### config.mk
export PLATFORM = sky130hd
export DESIGN_NAME = sgd_ctrl_top
export DESIGN_NICKNAME = d
export VERILOG_FILES = /design/src/source/sgd_ctrl_pkg.sv /design/src/source/ctrl_reg_file.sv /design/src/source/job_launch.sv /design/src/source/dma_cmd_issue.sv /design/src/source/dma_data_stream.sv /design/src/source/sgd_ctrl_top.sv
export SDC_FILE = /design/constraint.sdc
export NUM_CORES = 1
export LEC_CHECK = 0
export BUFFER_PORTS_ARGS = -buffer_cell sky130_fd_sc_hd__buf_2
export CORE_AREA = 3 3 512 514
export DETAILED_ROUTE_END_ITERATION = 16
export DIE_AREA = 0 0 515 517
export PLACE_DENSITY = 0.31
export SLEW_MARGIN = 30
export SYNTH_ARGS = -nofsm -noshare
export SYNTH_HDL_FRONTEND = slang
export SYNTH_SLANG_ARGS = --single-unit
export TNS_END_PERCENT = 1
### constraint.sdc
create_clock -name hbm_clk -period 7.95 [get_ports hbm_clk]
set_input_delay 1.59 -clock hbm_clk [delete_from_list [all_inputs] [get_ports hbm_clk]]
set_output_delay 1.59 -clock hbm_clk [all_outputs]
set_load 0.02 [all_outputs]
### src/source/sgd_ctrl_pkg.sv
// shared widths, register map and bundle types; imported by every stage of the sgd_ctrl block
package sgd_ctrl_pkg;

    ////////////////////
    // widths
    ////////////////////

    // dma byte address
    localparam int addr_w     = 64;
    // byte lengths, op counts, cycle counts
    localparam int len_w      = 32;
    localparam int reg_w      = 32;
    localparam int reg_idx_w  = 6;
    // one hbm data beat
    localparam int beat_w     = 512;
    localparam int beat_bytes = 64;
    localparam int beat_shift = $clog2(beat_bytes);
    // completed-operation counters in status
    localparam int ops_cnt_w  = 16;

    ////////////////////
    // host register map
    ////////////////////

    // bit 0 holds the soft reset
    localparam logic [reg_idx_w-1:0] reg_soft_reset = 6'd0;
    localparam logic [reg_idx_w-1:0] reg_rd_addr_lo = 6'd20;
    localparam logic [reg_idx_w-1:0] reg_rd_addr_hi = 6'd21;
    localparam logic [reg_idx_w-1:0] reg_wr_addr_lo = 6'd22;
    localparam logic [reg_idx_w-1:0] reg_wr_addr_hi = 6'd23;
    localparam logic [reg_idx_w-1:0] reg_rd_len     = 6'd24;
    localparam logic [reg_idx_w-1:0] reg_wr_len     = 6'd25;
    localparam logic [reg_idx_w-1:0] reg_ops        = 6'd26;
    // bit 0 read enable, bit 1 write enable
    localparam logic [reg_idx_w-1:0] reg_dir        = 6'd27;
    // write with bit 0 set launches a job
    localparam logic [reg_idx_w-1:0] reg_start      = 6'd28;

    ////////////////////
    // bundles
    ////////////////////

    typedef struct packed {
        logic                 en;
        logic [reg_idx_w-1:0] idx;
        logic [reg_w-1:0]     data;
    } reg_wr_t;

    typedef struct packed {
        logic [addr_w-1:0] rd_addr;
        logic [addr_w-1:0] wr_addr;
        logic [len_w-1:0]  rd_len;
        logic [len_w-1:0]  wr_len;
        logic [len_w-1:0]  ops;
        logic              rd_en;
        logic              wr_en;
    } job_t;

    typedef struct packed {
        logic [addr_w-1:0] address;
        logic [len_w-1:0]  length;
    } dma_cmd_t;

    typedef struct packed {
        logic [beat_w-1:0] data;
        logic              last;
    } dma_beat_t;

    typedef struct packed {
        logic                 busy;
        logic [ops_cnt_w-1:0] rd_ops_done;
        logic [ops_cnt_w-1:0] wr_ops_done;
        logic [len_w-1:0]     cycles;
    } ctrl_status_t;

endpackage

### src/source/ctrl_reg_file.sv
// host control registers; decodes job parameters, the start strobe and the soft reset
module ctrl_reg_file (
    input  logic                  hbm_clk,
    input  logic                  hbm_rstn,
    input  sgd_ctrl_pkg::reg_wr_t host_wr,
    output sgd_ctrl_pkg::job_t    job,
    output logic                  start,
    output logic                  core_rstn
);
    import sgd_ctrl_pkg::*;

    logic soft_reset;
    logic start_wr;
    logic start_wr_q;

    ////////////////////
    // parameter words
    ////////////////////

    // only hbm_rstn clears these, soft reset must survive its own write
    always_ff @(posedge hbm_clk) begin
        if (!hbm_rstn) begin
            job        <= '0;
            soft_reset <= 1'b0;
        end else if (host_wr.en) begin
            case (host_wr.idx)
                reg_soft_reset: soft_reset <= host_wr.data[0];
                // 64-bit addresses built from lo/hi word pairs
                reg_rd_addr_lo: job.rd_addr[reg_w-1:0]      <= host_wr.data;
                reg_rd_addr_hi: job.rd_addr[addr_w-1:reg_w] <= host_wr.data;
                reg_wr_addr_lo: job.wr_addr[reg_w-1:0]      <= host_wr.data;
                reg_wr_addr_hi: job.wr_addr[addr_w-1:reg_w] <= host_wr.data;
                reg_rd_len:     job.rd_len                  <= host_wr.data;
                reg_wr_len:     job.wr_len                  <= host_wr.data;
                reg_ops:        job.ops                     <= host_wr.data;
                reg_dir: begin
                    job.rd_en <= host_wr.data[0];
                    job.wr_en <= host_wr.data[1];
                end
                default: ;
            endcase
        end
    end

    ////////////////////
    // start strobe
    ////////////////////

    // start write seen this cycle
    assign start_wr = host_wr.en && (host_wr.idx == reg_start) && host_wr.data[0];

    always_ff @(posedge hbm_clk) begin
        if (!hbm_rstn) begin
            start_wr_q <= 1'b0;
        end else begin
            start_wr_q <= start_wr;
        end
    end

    // back-to-back start writes give a single pulse
    assign start = start_wr && !start_wr_q;

    // core reset, registered once
    always_ff @(posedge hbm_clk) begin
        core_rstn <= hbm_rstn && !soft_reset;
    end

    a_start_pulse: assert property (
        @(posedge hbm_clk) disable iff (!hbm_rstn)
        start |=> !start
    );

endmodule

### src/source/job_launch.sv
// job launch stage; snapshots parameters on start, tracks busy and times the job
module job_launch (
    input  logic                           hbm_clk,
    input  logic                           core_rstn,
    input  sgd_ctrl_pkg::job_t             job,
    input  logic                           start,
    input  logic                           job_ready,
    input  logic                           job_done,
    output sgd_ctrl_pkg::job_t             job_q,
    output logic                           job_valid,
    output logic                           busy,
    output logic [sgd_ctrl_pkg::len_w-1:0] cycles
);

    logic launch;

    // starts while a job runs are dropped
    assign launch = start && !busy;

    // parameter snapshot, held for the whole job
    always_ff @(posedge hbm_clk) begin
        if (launch) begin
            job_q <= job;
        end
    end

    ////////////////////
    // handshake and busy
    ////////////////////

    always_ff @(posedge hbm_clk) begin
        if (!core_rstn) begin
            job_valid <= 1'b0;
            busy      <= 1'b0;
        end else if (launch) begin
            job_valid <= 1'b1;
            busy      <= 1'b1;
        end else begin
            // valid holds until the issue stage takes the job
            if (job_valid && job_ready) begin
                job_valid <= 1'b0;
            end
            if (job_done) begin
                busy <= 1'b0;
            end
        end
    end

    // elapsed busy cycles, left in place after the job ends
    always_ff @(posedge hbm_clk) begin
        if (!core_rstn) begin
            cycles <= '0;
        end else if (launch) begin
            cycles <= '0;
        end else if (busy) begin
            cycles <= cycles + 1'b1;
        end
    end

    a_done_while_busy: assert property (
        @(posedge hbm_clk) disable iff (!core_rstn)
        job_done |-> busy
    );

endmodule

### src/source/dma_cmd_issue.sv
// dma command issue; one read and one write command per operation, counts ended operations
module dma_cmd_issue (
    input  logic                               hbm_clk,
    input  logic                               core_rstn,
    input  sgd_ctrl_pkg::job_t                 job_q,
    input  logic                               job_valid,
    input  logic                               rd_cmd_ready,
    input  logic                               wr_cmd_ready,
    input  logic                               rd_op_end,
    input  logic                               wr_op_end,
    output logic                               job_ready,
    output sgd_ctrl_pkg::dma_cmd_t             rd_cmd,
    output logic                               rd_cmd_valid,
    output sgd_ctrl_pkg::dma_cmd_t             wr_cmd,
    output logic                               wr_cmd_valid,
    output logic                               rd_go,
    output logic                               wr_go,
    output logic [sgd_ctrl_pkg::len_w-1:0]     rd_len_beats,
    output logic [sgd_ctrl_pkg::len_w-1:0]     wr_len_beats,
    output logic [sgd_ctrl_pkg::ops_cnt_w-1:0] rd_ops_done,
    output logic [sgd_ctrl_pkg::ops_cnt_w-1:0] wr_ops_done,
    output logic                               job_done
);
    import sgd_ctrl_pkg::*;

    // direction index 0 is read, 1 is write
    job_t                 job_r;
    logic                 active;
    logic                 accept;
    logic [1:0]           dir_en;
    logic [1:0]           cmd_ready;
    logic [1:0]           op_end;
    logic [1:0]           cmd_valid;
    logic [1:0]           inflight;
    logic [1:0]           dir_complete;
    logic [ops_cnt_w-1:0] ops_done [2];

    // byte length to beats, short lengths still move one beat
    function automatic logic [len_w-1:0] len_to_beats(input logic [len_w-1:0] len);
        logic [len_w-1:0] beats;
        beats = len >> beat_shift;
        return (beats == '0) ? len_w'(1) : beats;
    endfunction

    assign job_ready = !active;
    assign accept    = job_valid && job_ready;
    assign dir_en    = {job_r.wr_en, job_r.rd_en};
    assign cmd_ready = {wr_cmd_ready, rd_cmd_ready};
    assign op_end    = {wr_op_end, rd_op_end};

    // accepted job, stable while active
    always_ff @(posedge hbm_clk) begin
        if (accept) begin
            job_r <= job_q;
        end
    end

    ////////////////////
    // per-direction issue
    ////////////////////

    always_ff @(posedge hbm_clk) begin
        if (!core_rstn) begin
            active    <= 1'b0;
            cmd_valid <= '0;
            inflight  <= '0;
            ops_done  <= '{default: '0};
        end else if (accept) begin
            active <= 1'b1;
            for (int d = 0; d < 2; d++) begin
                // op 0 goes out the cycle after acceptance
                cmd_valid[d] <= (d == 0 ? job_q.rd_en : job_q.wr_en) && (job_q.ops != '0);
                inflight[d]  <= 1'b0;
                ops_done[d]  <= '0;
            end
        end else begin
            if (job_done) begin
                active <= 1'b0;
            end
            for (int d = 0; d < 2; d++) begin
                if (cmd_valid[d] && cmd_ready[d]) begin
                    cmd_valid[d] <= 1'b0;
                    inflight[d]  <= 1'b1;
                end
                // next op issued only once this one has ended
                if (op_end[d]) begin
                    inflight[d]  <= 1'b0;
                    ops_done[d]  <= ops_done[d] + 1'b1;
                    cmd_valid[d] <= (len_w'(ops_done[d]) + len_w'(1)) < job_r.ops;
                end
            end
        end
    end

    // disabled direction counts as done
    always_comb begin
        for (int d = 0; d < 2; d++) begin
            dir_complete[d] = !dir_en[d] || (len_w'(ops_done[d]) == job_r.ops);
        end
    end

    assign job_done = active && (&dir_complete);

    ////////////////////
    // outputs
    ////////////////////

    assign rd_cmd       = '{address: job_r.rd_addr, length: job_r.rd_len};
    assign wr_cmd       = '{address: job_r.wr_addr, length: job_r.wr_len};
    assign rd_cmd_valid = cmd_valid[0];
    assign wr_cmd_valid = cmd_valid[1];
    // go fires on the command transfer itself
    assign rd_go        = cmd_valid[0] && rd_cmd_ready;
    assign wr_go        = cmd_valid[1] && wr_cmd_ready;
    assign rd_len_beats = len_to_beats(job_r.rd_len);
    assign wr_len_beats = len_to_beats(job_r.wr_len);
    assign rd_ops_done  = ops_done[0];
    assign wr_ops_done  = ops_done[1];

    // op end from the data stream only closes an issued op, so the next command waits for it
    a_one_op_in_flight: assert property (
        @(posedge hbm_clk) disable iff (!core_rstn)
        (op_end & ~inflight) == 2'b00
    );

endmodule

### src/source/dma_data_stream.sv
// dma data path; emits counting write beats and sinks read beats per operation
module dma_data_stream (
    input  logic                            hbm_clk,
    input  logic                            core_rstn,
    input  logic                            rd_go,
    input  logic                            wr_go,
    input  logic [sgd_ctrl_pkg::len_w-1:0]  rd_len_beats,
    input  logic [sgd_ctrl_pkg::len_w-1:0]  wr_len_beats,
    input  logic                            wr_data_ready,
    input  logic                            rd_data_valid,
    input  logic [sgd_ctrl_pkg::beat_w-1:0] rd_data,
    output sgd_ctrl_pkg::dma_beat_t         wr_data,
    output logic                            wr_data_valid,
    output logic                            rd_data_ready,
    output logic                            rd_op_end,
    output logic                            wr_op_end
);
    import sgd_ctrl_pkg::*;

    // index 0 read side, 1 write side
    logic [1:0]       go;
    logic [1:0]       xfer;
    logic [1:0]       active;
    logic [1:0]       last;
    logic [len_w-1:0] beat      [2];
    logic [len_w-1:0] len_beats [2];

    assign go           = {wr_go, rd_go};
    assign len_beats[0] = rd_len_beats;
    assign len_beats[1] = wr_len_beats;
    assign xfer         = {wr_data_valid && wr_data_ready, rd_data_valid && rd_data_ready};

    // final beat of the operation
    always_comb begin
        for (int d = 0; d < 2; d++) begin
            last[d] = (beat[d] == len_beats[d] - 1'b1);
        end
    end

    ////////////////////
    // beat counters
    ////////////////////

    always_ff @(posedge hbm_clk) begin
        if (!core_rstn) begin
            active <= '0;
            beat   <= '{default: '0};
        end else begin
            for (int d = 0; d < 2; d++) begin
                if (go[d]) begin
                    active[d] <= 1'b1;
                    beat[d]   <= '0;
                end else if (xfer[d]) begin
                    if (last[d]) begin
                        active[d] <= 1'b0;
                    end else begin
                        beat[d] <= beat[d] + 1'b1;
                    end
                end
            end
        end
    end

    // write pattern is the beat index
    assign wr_data       = '{data: beat_w'(beat[1]), last: last[1]};
    assign wr_data_valid = active[1];
    // read side takes beats whenever an op is open
    assign rd_data_ready = active[0];
    assign rd_op_end     = xfer[0] && last[0];
    assign wr_op_end     = xfer[1] && last[1];

    // stalled write beat stays put
    a_wr_hold: assert property (
        @(posedge hbm_clk) disable iff (!core_rstn)
        wr_data_valid && !wr_data_ready |=> wr_data_valid && $stable(wr_data)
    );

    // payload is not consumed but must be driven
    a_rd_known: assert property (
        @(posedge hbm_clk) disable iff (!core_rstn)
        xfer[0] |-> !$isunknown(rd_data)
    );

endmodule

### src/source/sgd_ctrl_top.sv
// top of the sgd control block; chains register file, launch, command issue and data path
module sgd_ctrl_top (
    input  logic                            hbm_clk,
    input  logic                            hbm_rstn,
    input  sgd_ctrl_pkg::reg_wr_t           host_wr,
    input  logic                            rd_cmd_ready,
    input  logic                            wr_cmd_ready,
    input  logic                            wr_data_ready,
    input  logic                            rd_data_valid,
    input  logic [sgd_ctrl_pkg::beat_w-1:0] rd_data,
    output sgd_ctrl_pkg::dma_cmd_t          rd_cmd,
    output logic                            rd_cmd_valid,
    output sgd_ctrl_pkg::dma_cmd_t          wr_cmd,
    output logic                            wr_cmd_valid,
    output sgd_ctrl_pkg::dma_beat_t         wr_data,
    output logic                            wr_data_valid,
    output logic                            rd_data_ready,
    output sgd_ctrl_pkg::ctrl_status_t      status
);
    import sgd_ctrl_pkg::*;

    job_t                 job;
    job_t                 job_q;
    logic                 start;
    logic                 core_rstn;
    logic                 job_valid;
    logic                 job_ready;
    logic                 job_done;
    logic                 busy;
    logic [len_w-1:0]     cycles;
    logic                 rd_go;
    logic                 wr_go;
    logic [len_w-1:0]     rd_len_beats;
    logic [len_w-1:0]     wr_len_beats;
    logic                 rd_op_end;
    logic                 wr_op_end;
    logic [ops_cnt_w-1:0] rd_ops_done;
    logic [ops_cnt_w-1:0] wr_ops_done;

    ////////////////////
    // control path
    ////////////////////

    ctrl_reg_file u_reg_file (
        .hbm_clk   (hbm_clk),
        .hbm_rstn  (hbm_rstn),
        .host_wr   (host_wr),
        .job       (job),
        .start     (start),
        .core_rstn (core_rstn)
    );

    job_launch u_launch (
        .hbm_clk   (hbm_clk),
        .core_rstn (core_rstn),
        .job       (job),
        .start     (start),
        .job_ready (job_ready),
        .job_done  (job_done),
        .job_q     (job_q),
        .job_valid (job_valid),
        .busy      (busy),
        .cycles    (cycles)
    );

    ////////////////////
    // dma side
    ////////////////////

    dma_cmd_issue u_cmd_issue (
        .hbm_clk      (hbm_clk),
        .core_rstn    (core_rstn),
        .job_q        (job_q),
        .job_valid    (job_valid),
        .rd_cmd_ready (rd_cmd_ready),
        .wr_cmd_ready (wr_cmd_ready),
        .rd_op_end    (rd_op_end),
        .wr_op_end    (wr_op_end),
        .job_ready    (job_ready),
        .rd_cmd       (rd_cmd),
        .rd_cmd_valid (rd_cmd_valid),
        .wr_cmd       (wr_cmd),
        .wr_cmd_valid (wr_cmd_valid),
        .rd_go        (rd_go),
        .wr_go        (wr_go),
        .rd_len_beats (rd_len_beats),
        .wr_len_beats (wr_len_beats),
        .rd_ops_done  (rd_ops_done),
        .wr_ops_done  (wr_ops_done),
        .job_done     (job_done)
    );

    dma_data_stream u_data_stream (
        .hbm_clk       (hbm_clk),
        .core_rstn     (core_rstn),
        .rd_go         (rd_go),
        .wr_go         (wr_go),
        .rd_len_beats  (rd_len_beats),
        .wr_len_beats  (wr_len_beats),
        .wr_data_ready (wr_data_ready),
        .rd_data_valid (rd_data_valid),
        .rd_data       (rd_data),
        .wr_data       (wr_data),
        .wr_data_valid (wr_data_valid),
        .rd_data_ready (rd_data_ready),
        .rd_op_end     (rd_op_end),
        .wr_op_end     (wr_op_end)
    );

    // status word for the host
    assign status = '{busy: busy, rd_ops_done: rd_ops_done,
                      wr_ops_done: wr_ops_done, cycles: cycles};

endmodule

After elaboration in Yosys (flattened, before gate mapping). Cells that the tools add are included.

Reduce and logical (&&, ||, !) cells: 54. Mux-type cells: 18. $lt $le $gt $ge: 2. Equality and inequality tests: 13. Bitwise gates (word level): 3. $add $sub $neg: 9.

Operators by type and width (number): $add A32 B1 Y32 const B (3); $eq A16 B32 Y1 (2); $eq A32 B32 Y1 (2); $logic_not A32 Y1 (2); $lt A32 B32 Y1 (2); $eq A6 B5 Y1 const B (9); $sub A26 B1 Y27 const B (2); $mux W26 (2); $add A16 B1 Y17 const B (2); $add A16 B1 Y16 const B (2); $reduce_bool A32 Y1 (1); $reduce_and A2 Y1 (14); $logic_and A1 B1 Y1 (15); $mux W1 (15); $reduce_bool A2 Y1 (7); $reduce_or A2 Y1 (4); $logic_not A1 Y1 (6); $logic_not A6 Y1 (1); $reduce_bool A3 Y1 (2); $not A1 Y1 (3); $logic_or A1 B1 Y1 (2); $mux W2 (1).

Register bits: 816. Output and inout bits: 774. Input bits: 557. Logic and storage cells: 137.

Longest topological paths before layout.
Depth in word-level cells: 7. Gate-level depth with buffers: 18. Depth with buffers taken out: 15.

Cells and area by module. From an unflattened synthesis, not the netlist that was laid out.

Cells, all modules: 3431. Area total of the unflattened synthesis: 38590.8 µm².

By module, submodules not included: dma_cmd_issue (times used 1, area an instance 11897.7 µm², cells each 908, seq. area each 7487.2 µm²); dma_data_stream (times used 1, area an instance 9968.3 µm², cells each 1328, seq. area each 1321.3 µm²); ctrl_reg_file (times used 1, area an instance 8389.3 µm², cells each 789, seq. area each 4584.4 µm²); job_launch (times used 1, area an instance 8328.0 µm², cells each 405, seq. area each 7467.2 µm²); sgd_ctrl_top (times used 1, area an instance 7.5 µm², cells each 1, seq. area each 0.0 µm²).

Worst setup path before layout. OpenSTA, ideal clock, no wires.

Path type: input port to flip-flop. From: input port host_wr[0] in the netlist's numbering. To: register u_launch.job_q[0] (netlist name). Buffers on the path: 1. Arrival: 6524 ps. Cell stages on the path: 5. Path slack: 847 ps. Data required time: 7371 ps. Setup time: 579 ps. Path through: clkbuf_1 > nand3_1 > nor2_1 > nand2_1 > inv_1.

Word-level cells in the longest chain between the ends: 3.

Ends and longest elaborated chain: from (decl) (line sgd_ctrl_top.sv:5) `input sgd_ctrl_pkg::reg_wr_t host_wr,`; $logic_and A1 B1 Y1 (line ctrl_reg_file.sv:50) `assign start_wr = host_wr.en && (host_wr.idx == reg_start) && host_wr.data[0];`; $logic_and A1 B1 Y1 (line ctrl_reg_file.sv:61) `assign start = start_wr && !start_wr_q;`; $logic_and A1 B1 Y1 (line job_launch.sv:18) `assign launch = start && !busy;`; via u_launch.launch (line job_launch.sv:15) `logic launch;`.

The timed path passes the listed nets, and every way through them passes these cells. A chain may end at the register's enable or synchronous reset.

==> results by group <==
Route
  – Vias: between 20000 and 25000
  – Final ANT Viol Nets: 0
  – Avg WL per Cell: between 15 and 20 um
  – Drt first pass iters: 5
  – # DRC: 0
  – WL final: ~130000 um
  – Initial drt markers: 1308
  – Vias per cell: 3.33

Synth
  – Adder-Cell Fraction of Synth Area: 0.0136
  – Sequential fraction of the synthesis area: 0.554
  – Share of the synthesized area in the top cell type: 0.360
  – Largest family of logic cells by synthesized area: buffers and inverters
  – Average cell area after synthesis: about 11 um^2
  – Cells after synthesis: 3502
  – Ys async rst share: 0
  – Mux cell area share after synthesis: 0.00266
  – Compound-gate portion of the synthesized area: 0.0905
  – Synth area leader: edfxtp_1
  – Post-Syn Area: between 30000 and 40000 um^2
  – Synth Area in XOR/XNOR: 0.0384
  – Synth Register Bits: 816
  – Post-synth EDFFs: 452
  – Yosys cell types: 78
  – Post-synth top flop: edfxtp_1
  – Synth Area in Simple Gates: 0.140
  – Synth area leaders: edfxtp_1 36%, dfxtp_1 19%, buf_4 14%
  – Syn. warnings: 0

Setup path
  – Worst-path maximum fanout: 7
  – Max stage delay cell, worst path: nor3_1
  – Worst R2R Start: u_cmd_issue.rd_cmd[14]
  – Crit path from: u_cmd_issue.wr_cmd[19]
  – Critical path type: reg -> out
  – Worst stage delay on the critical path: between 0.5 and 0.6 ns
  – Required @ worst endpoint: 6.36 ns
  – CP endpoint kind: output port
  – Buffers and inverters on the worst path: 2
  – CP top delay family: simple AND/OR/NAND/NOR gates
  – Crit path arrival time: 4.85 ns
  – Startpoint Class: flip-flop
  – CP Cell Sequence: nor3_1 -> and4_1 -> a31o_2 -> inv_1 -> ha_1 -> nor2b_1 -> or3_1 -> a311oi_1 -> nand3_1 -> nor4_1 -> nand4b_4 -> nor2_1 -> buf_2

Timing
  – Slew HR: 0.391
  – # setup viols final: 0
  – Slew Limit Fails: 0
  – Clk_skew: 0.0519 ns
  – Final WS setup: 1.51 ns
  – Fin crit period: 6.44 ns
  – Setup TNS: 0 ns
  – Fmax: 0.155 GHz
  – Unrepaired setup endpoints after global routing: no
  – Final period utilization: 0.810
  – Final Hold Viols: 0
  – Slew of the pin with the lowest slew margin: 0.913 ns

Global routing
  – Total global routing overflow: 0
  – Global-route wire length before repair: 175000 um
  – Largest net degree at the start of global routing: 121
  – Vias in the first global route: 22154
  – Gr usage total: 0.0922
  – Initial antenna violation count: 23

Placement
  – Port bufs: 338
  – Post-DP Area: 39800 um^2
  – Placer Congestion: 0.753
  – Pre-CTS setup slack: approximately 2.2 ns
  – HPWL after detailed placement: 88100 um

CTS
  – CTS Root Cell: clkbuf_16
  – Hold Buf Count CTS: 0
  – Clk_lat worst skew: 0.77 ns
  – Maximum root-to-sink buffer count: 3
  – Post-CTS Resized: 0
  – CTS clk-pin slew, worst paths: around 0.06 ns
  – Post-CTS Setup Inserts: 0
  – Clock Sinks: 816
  – Num CTS Buffers: 104
  – Htree depth: 3
  – CTS tree: done

Floorplan
  – Die X: between 500 and 600 um
  – DIE HEIGHT: between 500 and 600 um
  – Initial Util: 0.146
  – Io pins: 1331
  – Cell Rows: 186
  – Die ar.: 266000 um^2
  – Core Area: 257000 um^2

Flow run
  – Maxcap violations: 0

Hold path
  – Hold crit path type: reg -> reg
  – Hold wc startpoint: u_launch.job_q[147]

Final layout
  – Cell area after layout: roughly 43000 um^2
  – Commonest non-fill, non-tap cell in the layout: nand2_1
  – Core Util, Final: 0.169
  – Nets: 4212
  – Layout area overhead: 15.4%
  – Share of cells above drive strength 1: 0.158
  – Most frequent cells in the layout: 551 x nand2_1, 480 x conb_1, 452 x edfxtp_1

Run status
  – Status: finished, final reports clean

Power and ir drop
  – Pwr/cell area: 224 nW/um^2
  – Leakage: 16.7 nW
  – Peak VDD IR: 0.173 mV
path summary, 6_finish.rpt:
path                                                to  slack (ns)  depth (start not counted)
worst max-delay path                        wr_data[0]        1.51                         13
worst min-delay path            u_cmd_issue.wr_cmd[81]        0.40                          0
worst max register to register  u_data_stream.beat[63]        2.31                         14
worst min register to register  u_cmd_issue.wr_cmd[81]        0.40                          0
where the power goes:
part,internal (mW),switching [mW],total [mW]
Clock,2.85,2.08,4.93
Combinational,0.0324,0.336,0.369
Sequential,4.41,0.00262,4.42
Total,7.30,2.42,9.72
cells by family (layout without fill, tap and decap cells):
group                    Yosys count  after routing
AO/OA/AOI/OAI                    492            492
XOR/XNOR                         165            165
adder cells (fa/ha/maj)           41             41
buffers and inverters            889            614
flip-flops                       816            816
multiplexers                      10             10
other                              1            482
AND/OR/NAND/NOR                 1088           1088
state kept, by name (all words and copies together), names as in the netlist:
| name | count |
|---|---|
| u_reg_file.core_rstn | 1 |
| u_launch.cycles | 32 |
| u_cmd_issue.job_r | 32 |
| u_data_stream.beat | 32 |
| u_launch.busy | 1 |
| u_reg_file.job | 226 |
| u_data_stream.active | 2 |
| u_launch.job_q | 226 |
| u_cmd_issue.dir_en | 2 |
| u_data_stream.wr_data | 32 |
| u_launch.job_valid | 1 |
| u_cmd_issue.rd_ops_done | 16 |
| u_cmd_issue.active | 1 |
| u_cmd_issue.wr_cmd | 96 |
| u_reg_file.start_wr_q | 1 |
| u_cmd_issue.rd_cmd | 96 |
| u_reg_file.soft_reset | 1 |
| u_cmd_issue.cmd_valid | 2 |
| u_cmd_issue.wr_ops_done | 16 |
per-layer routing:
metal | wire (um) | track usage | vias to the layer above
met4 | 2840 | 0.0248 | 4
met5 | 23 | 0 | -
li1 | - | - | 11197
met2 | 56800 | 0.140 | 821
met1 | 58000 | 0.122 | 11439
met3 | 11200 | 0.0343 | 156
synth_stat cells, types with 58 or more instances:
| master | instances |
|---|---|
| or3_1 | 58 |
| dfxtp_1 | 364 |
| xnor2_1 | 61 |
| nand3_1 | 66 |
| a21oi_1 | 78 |
| edfxtp_1 | 452 |
| nand2_1 | 551 |
| nor2_1 | 120 |
| buf_4 | 708 |
| a21boi_0 | 230 |
| xor2_1 | 104 |
| clkbuf_1 | 108 |
| o21ai_0 | 69 |
metrics by stage:
| step | hold slack [ns] | instances | total power [mW] |
|---|---|---|---|
| final | 0.404 | 7092 | 9.72 |
| after global routing | 0.414 | 7091 | 10.2 |
| after CTS | 0.395 | 7089 | 9.99 |
| after detailed placement | 0.405 | 6891 | 4.88 |
| after global placement | 0.400 | 6891 | 4.88 |
| after floorplan | 0.392 | 3981 | 4.94 |
cell type report:
| type | count | area (um^2) |
|---|---|---|
| fillers | 28556 | 214000 |
| multi-input cells | 2276 | 12600 |
| repair buffers | 368 | 1970 |
| inverters | 48 | 195 |
| diodes | 2 | 5.00 |
| flip-flops and latches | 816 | 20900 |
| well taps | 3384 | 4230 |
| clock inverters | 61 | 736 |
| clock buffers | 137 | 2850 |
Note: power is estimated with default switching activity, not from simulation.
